File: src/hw/mem_pkg.sv
`default_nettype none

package mem_pkg;

  localparam int XLEN      = 64;
  localparam int ADDR_W    = 64;

  // Address split for the instruction cache
  localparam int OFFSET_W  = 3;
  localparam int IDX_W     = 5;
  localparam int TAG_W     = 8;    // Bits above 16 ignored
  localparam int NUM_LINES = 32;

  // Memory transaction tags, 0 means no tag
  localparam int TAG_ID_W  = 4;
  localparam int NUM_TAGS  = 16;

  typedef enum logic [1:0] {
    BUS_NONE  = 2'h0,
    BUS_LOAD  = 2'h1,
    BUS_STORE = 2'h2
  } bus_cmd_t;

  typedef struct packed {
    bus_cmd_t            cmd;
    logic [ADDR_W-1:0]   addr;
    logic [XLEN-1:0]     data;    // Store data
  } mem_req_t;

  typedef struct packed {
    logic [TAG_ID_W-1:0] response;  // Nonzero when the request is taken
    logic [XLEN-1:0]     data;
    logic [TAG_ID_W-1:0] tag;       // Tag of the reply in data
  } mem_rsp_t;

endpackage

`default_nettype wire

File: src/hw/dmem_port.sv
`timescale 1ns/1ps
`default_nettype none

module dmem_port import mem_pkg::*; (
  input  wire logic              clock,
  input  wire logic              reset,
  input  wire bus_cmd_t          dmem_cmd,
  input  wire logic [ADDR_W-1:0] dmem_addr,
  input  wire logic [XLEN-1:0]   dmem_wdata,
  output logic                   dmem_ready,
  output logic      [XLEN-1:0]   dmem_rdata,
  output logic                   dmem_done,
  output mem_req_t               dmem_req,
  input  wire mem_rsp_t          dmem_rsp
);

  typedef enum logic [1:0] {
    DP_IDLE,
    DP_REQ,
    DP_WAIT     // Load accepted, reply pending
  } dp_state_t;

  dp_state_t           state;
  mem_req_t            held_req;
  logic [TAG_ID_W-1:0] load_tag;
  logic                accepted;
  logic                store_done;
  logic                load_done;

  assign accepted   = (state == DP_REQ) && (dmem_rsp.response != '0);
  assign store_done = accepted && (held_req.cmd == BUS_STORE);
  assign load_done  = (state == DP_WAIT) && (dmem_rsp.tag != '0) &&
                      (dmem_rsp.tag == load_tag);

  assign dmem_ready = (state == DP_IDLE);
  assign dmem_done  = store_done || load_done;
  assign dmem_rdata = dmem_rsp.data;

  // Held stable on the bus until a tag comes back
  always_comb begin
    dmem_req = held_req;
    if (state != DP_REQ) begin
      dmem_req.cmd = BUS_NONE;
    end
  end

  always_ff @(posedge clock) begin
    if (reset) begin
      state <= DP_IDLE;
    end else begin
      case (state)
        DP_IDLE: if (dmem_cmd != BUS_NONE) state <= DP_REQ;
        DP_REQ: begin
          if (accepted) state <= store_done ? DP_IDLE : DP_WAIT;
        end
        DP_WAIT: if (load_done) state <= DP_IDLE;
        default: state <= DP_IDLE;
      endcase
    end
  end

  always_ff @(posedge clock) begin
    if (state == DP_IDLE && dmem_cmd != BUS_NONE) begin
      held_req <= '{cmd: dmem_cmd, addr: dmem_addr, data: dmem_wdata};
    end
    if (accepted) begin
      load_tag <= dmem_rsp.response;
    end
  end

  // A tag is only handed out for a request this port has on the bus
  a_rsp_when_req: assert property (@(posedge clock) disable iff (reset)
    dmem_rsp.response != '0 |-> state == DP_REQ);

endmodule

`default_nettype wire

File: src/hw/fetch_mem_top.sv
`timescale 1ns/1ps
`default_nettype none

module fetch_mem_top import mem_pkg::*; (
  input  wire logic              clock,
  input  wire logic              reset,
  input  wire logic [ADDR_W-1:0] fetch_addr,
  output logic      [XLEN-1:0]   fetch_data,
  output logic                   fetch_valid,
  input  wire bus_cmd_t          dmem_cmd,
  input  wire logic [ADDR_W-1:0] dmem_addr,
  input  wire logic [XLEN-1:0]   dmem_wdata,
  output logic                   dmem_ready,
  output logic      [XLEN-1:0]   dmem_rdata,
  output logic                   dmem_done,
  output mem_req_t               mem_req,
  input  wire mem_rsp_t          mem_rsp
);

  mem_req_t         imem_req;
  mem_req_t         dmem_req;
  mem_rsp_t         imem_rsp;
  mem_rsp_t         dmem_rsp;
  logic [IDX_W-1:0] rd_idx;
  logic [TAG_W-1:0] rd_tag;
  logic [XLEN-1:0]  rd_data;
  logic             rd_valid;
  logic             wr_en;
  logic [IDX_W-1:0] wr_idx;
  logic [TAG_W-1:0] wr_tag;

  icache_mem i_icache_mem (
    .clock    (clock),
    .reset    (reset),
    .wr_en    (wr_en),
    .wr_idx   (wr_idx),
    .wr_tag   (wr_tag),
    .wr_data  (imem_rsp.data),   // Refill straight from the reply
    .rd_idx   (rd_idx),
    .rd_tag   (rd_tag),
    .rd_data  (rd_data),
    .rd_valid (rd_valid)
  );

  icache_ctrl i_icache_ctrl (
    .clock       (clock),
    .reset       (reset),
    .fetch_addr  (fetch_addr),
    .fetch_data  (fetch_data),
    .fetch_valid (fetch_valid),
    .rd_idx      (rd_idx),
    .rd_tag      (rd_tag),
    .rd_data     (rd_data),
    .rd_valid    (rd_valid),
    .wr_en       (wr_en),
    .wr_idx      (wr_idx),
    .wr_tag      (wr_tag),
    .imem_req    (imem_req),
    .imem_rsp    (imem_rsp)
  );

  dmem_port i_dmem_port (
    .clock      (clock),
    .reset      (reset),
    .dmem_cmd   (dmem_cmd),
    .dmem_addr  (dmem_addr),
    .dmem_wdata (dmem_wdata),
    .dmem_ready (dmem_ready),
    .dmem_rdata (dmem_rdata),
    .dmem_done  (dmem_done),
    .dmem_req   (dmem_req),
    .dmem_rsp   (dmem_rsp)
  );

  mem_bus_arbiter i_mem_bus_arbiter (
    .clock    (clock),
    .reset    (reset),
    .imem_req (imem_req),
    .dmem_req (dmem_req),
    .imem_rsp (imem_rsp),
    .dmem_rsp (dmem_rsp),
    .mem_req  (mem_req),
    .mem_rsp  (mem_rsp)
  );

endmodule

`default_nettype wire

File: src/hw/icache_ctrl.sv
`timescale 1ns/1ps
`default_nettype none

module icache_ctrl import mem_pkg::*; (
  input  wire logic              clock,
  input  wire logic              reset,
  input  wire logic [ADDR_W-1:0] fetch_addr,
  output logic      [XLEN-1:0]   fetch_data,
  output logic                   fetch_valid,
  output logic      [IDX_W-1:0]  rd_idx,
  output logic      [TAG_W-1:0]  rd_tag,
  input  wire logic [XLEN-1:0]   rd_data,
  input  wire logic              rd_valid,
  output logic                   wr_en,
  output logic      [IDX_W-1:0]  wr_idx,
  output logic      [TAG_W-1:0]  wr_tag,
  output mem_req_t               imem_req,
  input  wire mem_rsp_t          imem_rsp
);

  typedef enum logic [1:0] {
    IC_IDLE,
    IC_REQ,     // Load on the bus, waiting for a tag
    IC_WAIT     // Tag held, waiting for the reply
  } ic_state_t;

  ic_state_t           state;
  logic [ADDR_W-1:0]   miss_addr;
  logic [TAG_ID_W-1:0] miss_mem_tag;
  logic                reply_hit;

  assign rd_idx      = fetch_addr[OFFSET_W +: IDX_W];
  assign rd_tag      = fetch_addr[OFFSET_W+IDX_W +: TAG_W];
  assign fetch_data  = rd_data;
  assign fetch_valid = rd_valid;   // Hit in the same cycle

  assign reply_hit = (state == IC_WAIT) && (imem_rsp.tag != '0) &&
                     (imem_rsp.tag == miss_mem_tag);

  // Refill goes to the line that missed, wherever fetch_addr is now
  assign wr_en  = reply_hit;
  assign wr_idx = miss_addr[OFFSET_W +: IDX_W];
  assign wr_tag = miss_addr[OFFSET_W+IDX_W +: TAG_W];

  always_comb begin
    imem_req      = '0;
    imem_req.cmd  = BUS_NONE;
    if (state == IC_REQ) begin
      imem_req.cmd  = BUS_LOAD;
      imem_req.addr = miss_addr;
    end
  end

  always_ff @(posedge clock) begin
    if (reset) begin
      state <= IC_IDLE;
    end else begin
      case (state)
        IC_IDLE: if (!rd_valid) state <= IC_REQ;
        IC_REQ:  if (imem_rsp.response != '0) state <= IC_WAIT;
        IC_WAIT: if (reply_hit) state <= IC_IDLE;
        default: state <= IC_IDLE;
      endcase
    end
  end

  always_ff @(posedge clock) begin
    if (state == IC_IDLE && !rd_valid) begin
      miss_addr <= {fetch_addr[ADDR_W-1:OFFSET_W], {OFFSET_W{1'b0}}};
    end
    if (state == IC_REQ && imem_rsp.response != '0) begin
      miss_mem_tag <= imem_rsp.response;
    end
  end

  // Any reply routed here must be the single outstanding miss
  a_single_tag: assert property (@(posedge clock) disable iff (reset)
    imem_rsp.tag != '0 |-> state == IC_WAIT && imem_rsp.tag == miss_mem_tag);

endmodule

`default_nettype wire

File: src/hw/icache_mem.sv
`timescale 1ns/1ps
`default_nettype none

module icache_mem import mem_pkg::*; (
  input  wire logic             clock,
  input  wire logic             reset,
  input  wire logic             wr_en,
  input  wire logic [IDX_W-1:0] wr_idx,
  input  wire logic [TAG_W-1:0] wr_tag,
  input  wire logic [XLEN-1:0]  wr_data,
  input  wire logic [IDX_W-1:0] rd_idx,
  input  wire logic [TAG_W-1:0] rd_tag,
  output logic      [XLEN-1:0]  rd_data,
  output logic                  rd_valid
);

  logic [XLEN-1:0]      data_mem [NUM_LINES];
  logic [TAG_W-1:0]     tag_mem  [NUM_LINES];
  logic [NUM_LINES-1:0] valid_mem;

  // Combinational lookup
  assign rd_data  = data_mem[rd_idx];
  assign rd_valid = valid_mem[rd_idx] && (tag_mem[rd_idx] == rd_tag);

  always_ff @(posedge clock) begin
    if (reset) begin
      valid_mem <= '0;
    end else if (wr_en) begin
      valid_mem[wr_idx] <= 1'b1;
    end
  end

  always_ff @(posedge clock) begin
    if (wr_en) begin
      data_mem[wr_idx] <= wr_data;
      tag_mem[wr_idx]  <= wr_tag;   // Evicts whatever was there
    end
  end

endmodule

`default_nettype wire

File: src/hw/mem_bus_arbiter.sv
`timescale 1ns/1ps
`default_nettype none

module mem_bus_arbiter import mem_pkg::*; (
  input  wire logic     clock,
  input  wire logic     reset,
  input  wire mem_req_t imem_req,
  input  wire mem_req_t dmem_req,
  output mem_rsp_t      imem_rsp,
  output mem_rsp_t      dmem_rsp,
  output mem_req_t      mem_req,
  input  wire mem_rsp_t mem_rsp
);

  logic [NUM_TAGS-1:0] owned;
  logic [NUM_TAGS-1:0] owner_d;    // Set when the data side owns the tag
  logic                dmem_grant;
  logic                accept;
  logic                reply;
  logic                reply_to_d;

  // Data side wins whenever it asks
  assign dmem_grant = (dmem_req.cmd != BUS_NONE);
  assign mem_req    = dmem_grant ? dmem_req : imem_req;

  assign accept     = (mem_req.cmd != BUS_NONE) && (mem_rsp.response != '0);
  assign reply      = (mem_rsp.tag != '0) && owned[mem_rsp.tag];
  assign reply_to_d = reply && owner_d[mem_rsp.tag];

  always_comb begin
    imem_rsp = mem_rsp;
    dmem_rsp = mem_rsp;
    imem_rsp.response = dmem_grant ? '0 : mem_rsp.response;
    dmem_rsp.response = dmem_grant ? mem_rsp.response : '0;
    imem_rsp.tag      = (reply && !reply_to_d) ? mem_rsp.tag : '0;
    dmem_rsp.tag      = reply_to_d ? mem_rsp.tag : '0;
  end

  always_ff @(posedge clock) begin
    if (reset) begin
      owned <= '0;
    end else begin
      if (reply) owned[mem_rsp.tag] <= 1'b0;
      if (accept) owned[mem_rsp.response] <= 1'b1;
    end
  end

  always_ff @(posedge clock) begin
    if (accept) owner_d[mem_rsp.response] <= dmem_grant;
  end

  // Memory only replies to tags it handed out earlier
  a_reply_owned: assert property (@(posedge clock) disable iff (reset)
    mem_rsp.tag != '0 |-> owned[mem_rsp.tag]);

endmodule

`default_nettype wire

File: config.mk
export PLATFORM = sky130hd
export DESIGN_NAME = fetch_mem_top
export DESIGN_NICKNAME = d
export VERILOG_FILES = /design/src/hw/mem_pkg.sv /design/src/hw/dmem_port.sv /design/src/hw/fetch_mem_top.sv /design/src/hw/icache_ctrl.sv /design/src/hw/icache_mem.sv /design/src/hw/mem_bus_arbiter.sv
export SDC_FILE = /design/constraint.sdc
export NUM_CORES = 2
export LEC_CHECK = 0
export BUFFER_PORTS_ARGS = -buffer_cell sky130_fd_sc_hd__buf_2
export CORE_ASPECT_RATIO = 0.75
export CORE_MARGIN = 2
export CORE_UTILIZATION = 60
export DETAILED_ROUTE_END_ITERATION = 10
export GPL_TIMING_DRIVEN = 0
export PLACE_DENSITY = 0.83
export SETUP_SLACK_MARGIN = 0.3
export SKIP_LAST_GASP = 1
export SYNTH_ARGS = -nofsm -noshare
export SYNTH_HDL_FRONTEND = slang
export SYNTH_SLANG_ARGS = --single-unit
File: constraint.sdc
create_clock -name clock -period 9.05 [get_ports clock]
set_input_delay 1.3575 -clock clock [delete_from_list [all_inputs] [get_ports clock]]
set_output_delay 1.3575 -clock clock [all_outputs]
set_load 0.02 [all_outputs]
==> flow_metrics.env <==
export IMPL_p_total_mw=25.4
export IMPL_arrival_ps=6650
export IMPL_routed_wl_mm=326
export IMPL_drive_gt1_share_pct=36.0
export IMPL_routed_wl_met2_mm=150
export IMPL_period_needed_ps=8000
export IMPL_end_kind="output port"
export IMPL_slew_violations=33
export IMPL_clk_path_buf_depth=3
export IMPL_reg2regPathDepth=13
export IMPL_syn_area_um2=98500
export IMPL_tns_ps=0
export IMPL_reg2reg_from="i_icache_mem.valid_mem[6]"
export IMPL_wl_per_cell_um=43.2
export IMPL_worst_clock_skew_ps=45.2
export IMPL_core_area_um2=163000
export IMPL_critPathLaunchType="primary input"
export IMPL_cp_common_cell="buf_2"
export IMPL_seq_area_frac_synth_pct=77.9
export IMPL_die_area_um2=167000
export IMPL_syn_area_per_cell_um2=22.7
export IMPL_crit_chain="buf_2 > buf_2 > buf_2 > buf_4 > buf_2 > clkbuf_1 > clkbuf_1 > mux4_2 > mux4_2 > mux2_2 > buf_2"
export IMPL_ant_nets=0
export IMPL_cp_required_ps=7690
export IMPL_worstSetupPathType="primary input to output port"
export IMPL_crit_fanout=10
export IMPL_clock_fmax_mhz=125
export IMPL_postCtsSetupRepairBufs=0
export IMPL_min_period_over_period_pct=88.4
export IMPL_syn_nets=4596
export IMPL_ctsHoldBuffers=0
export IMPL_synth_common_cells="2519 x edfxtp_1, 678 x mux4_2, 155 x nand2_1, 99 x clkbuf_1, 95 x nor2_1"
export IMPL_rows=128
export IMPL_yosys_warnings=0
export IMPL_yosysTopAreaCell="edfxtp_1"
export IMPL_max_stage_delay_ps=1020
export IMPL_synthCells=4328
export IMPL_highest_layer="met5"
export IMPL_die_w_um=472
export IMPL_hold_violations=0
export IMPL_antenna_found_initial=22
export IMPL_h_tree_depth=4
export IMPL_track_usage_pct=39.1
export IMPL_synthArstFlopShare_pct=0
export IMPL_slowest_stage="clkbuf_1"
export IMPL_setup_viol=0
export IMPL_fin_util_pct=70.0
export IMPL_drt_first_pass_iters=8
export IMPL_synth_ff_type="edfxtp_1"
export IMPL_drt_first_iter_violations=11581
export IMPL_initial_core_util_pct=60.5
export IMPL_min_from="i_icache_mem.valid_mem[29]"
export IMPL_met1_length_mm=99.1
export IMPL_cts_tree="built"
export IMPL_cts_resized=0
export IMPL_synthToLayoutAreaGrowth_pct=15.7
export IMPL_synth_most_common_cell="edfxtp_1"
export IMPL_netlist_area_leader_share_pct=76.8
export IMPL_wl_met3_mm=52.4
export IMPL_peakVddDrop_uv=226
export IMPL_worst_pin_slew_ps=1610
export IMPL_hold_depth=2
export IMPL_clockRootBuffer="clkbuf_16"
export IMPL_path_clk_slew_ps=70
export IMPL_grt_overflow_total=0
export IMPL_grt_pass1_wl_mm=443
export IMPL_outcome="complete, but fails checks"
export IMPL_grt_max_degree=59
export IMPL_dp_hpwl_mm=190
export IMPL_clock_latency_ps=900
export IMPL_place_gp_congestion=0.917
export IMPL_pwr_density_cell_nw_per_um2=223
export IMPL_final_nets=5467
export IMPL_io_buffer_count=519
export IMPL_violations="max-capacitance violations, max-slew violations"
export IMPL_worst_slack_ps=1050
export IMPL_avgViaCountPerCell=7.36
export IMPL_ys_types=54
export IMPL_synth_edf_count=2519
export IMPL_routed_via_count=55584
export IMPL_numCtsBuffers=221
export IMPL_maxCapViolCount=3
export IMPL_boundaryPins=529
export IMPL_grt_pass1_vias=55227
export IMPL_slew_headroom_pct=-7.23
export IMPL_min_path_type="flip-flop to flip-flop"
export IMPL_post_place_ws_ps=1580
export IMPL_clkSinkCount=2570
export IMPL_die_h_um=355
export IMPL_yosys_register_bits=2570
export IMPL_synthTopCellsByArea="edfxtp_1 77%, mux4_2 16%, dfxtp_1 1.0%"
export IMPL_crit_path_start="fetch_addr[4]"
export IMPL_num_fill_cells=8893
export IMPL_drc=0
export IMPL_total_leakage_power_nw=37.5
export IMPL_grt_setup_unrepaired="no"
## cells by family after synthesis
| family | count (synthesis) | share of synthesized area [%] |
|---|---|---|
| simple gates | 475 | 2.34 |
| buf+inv | 311 | 1.56 |
| compound gates | 121 | 0.812 |
| other cells | 1 | 0.00381 |
| xor+xnor | 12 | 0.107 |
| flops | 2570 | 77.9 |
| mux | 838 | 17.3 |
## report_power, final
part	switching, mW	internal [mW]
registers	0.130	13.3
clock network	4.60	5.15
logic	1.50	0.693
## per-stage QoR
stage,hold slack (ps),instances,area (um^2)
after floorplan,432,4328,98500
after global placement,446,6992,104000
after detailed placement,464,7120,107000
after CTS,479,7537,114000
after global routing,497,7544,114000
final,487,7551,114000
## placed cells by master, fill, tap and decap left out, types with 6 or more instances in the layout
| cell | Yosys | layout |
|---|---|---|
| xnor2_1 | 12 | 12 |
| inv_1 | 22 | 22 |
| a22oi_1 | 32 | 32 |
| buf_16 | 0 | 24 |
| nand3_1 | 70 | 70 |
| nor2_1 | 95 | 65 |
| inv_6 | 0 | 9 |
| o21ai_0 | 15 | 15 |
| mux4_2 | 678 | 678 |
| mux2i_1 | 85 | 85 |
| nand2_1 | 155 | 155 |
| dfxtp_1 | 51 | 51 |
| a211oi_1 | 7 | 7 |
| nor3_1 | 9 | 8 |
| clkinvlp_4 | 0 | 10 |
| and2_1 | 80 | 80 |
| o21ba_2 | 6 | 6 |
| buf_4 | 69 | 69 |
| nand2b_1 | 11 | 11 |
| buf_2 | 73 | 592 |
| or3_4 | 7 | 7 |
| clkbuf_1 | 99 | 126 |
| clkinv_1 | 1 | 48 |
| buf_12 | 0 | 97 |
| bufinv_16 | 0 | 18 |
| edfxtp_1 | 2519 | 2519 |
| diode_2 | 0 | 13 |
| nor4_1 | 6 | 6 |
| nor2b_1 | 16 | 16 |
| nor2_4 | 0 | 32 |
| buf_1 | 44 | 41 |
| buf_6 | 3 | 8 |
| clkinv_2 | 0 | 52 |
| clkbuf_2 | 0 | 15 |
| clkbuf_16 | 0 | 225 |
| a21oi_1 | 41 | 41 |
| mux2_2 | 70 | 70 |
## flip-flops by register name (all words and copies together), names as in the netlist
name	count
i_icache_ctrl.miss_addr	61
i_mem_bus_arbiter.owned	15
i_icache_mem.tag_mem	256
i_mem_bus_arbiter.owner_d	16
i_icache_mem.data_mem	2048
i_icache_ctrl.miss_mem_tag	4
i_icache_ctrl.state	2
i_dmem_port.held_req	2
i_dmem_port.dmem_req	128
i_icache_mem.valid_mem	32
i_dmem_port.load_tag	4
i_dmem_port.state	2
## layout make-up
class | instances | area [um^2] | area share [%]
sequential | 2570 | 76700 | 67.3
multi-input combinational | 1447 | 20500 | 18.0
clock buffer | 269 | 5850 | 5.13
timing repair buffer | 648 | 5300 | 4.65
tap | 2145 | 2680 | 2.35
buffer | 288 | 1470 | 1.29
clock inverter | 148 | 1380 | 1.21
inverter | 23 | 86.3 | 0.0758
antenna | 13 | 32.5 | 0.0285
## layer usage
metal | track usage, % | vias to the layer above
li1 | - | 19816
met1 | 49.1 | 27958
met2 | 59.3 | 6239
met3 | 13.9 | 1543
met4 | 23.3 | 28
met5 | 1.01 | -
## worst paths after layout
path	slack (ps)	end
hold / removal	490	i_icache_mem.valid_mem[29]
setup reg to reg	4390	i_icache_ctrl.miss_addr[27]
setup / recovery	1050	fetch_data[20]
hold reg to reg	490	i_icache_mem.valid_mem[29]
## critical path, delay by kind of cell
family / cells / cell delay [ps]
buffers and inverters: 8 / 3860
multiplexers: 3 / 1410
Power figures use the tool's default switching activity.
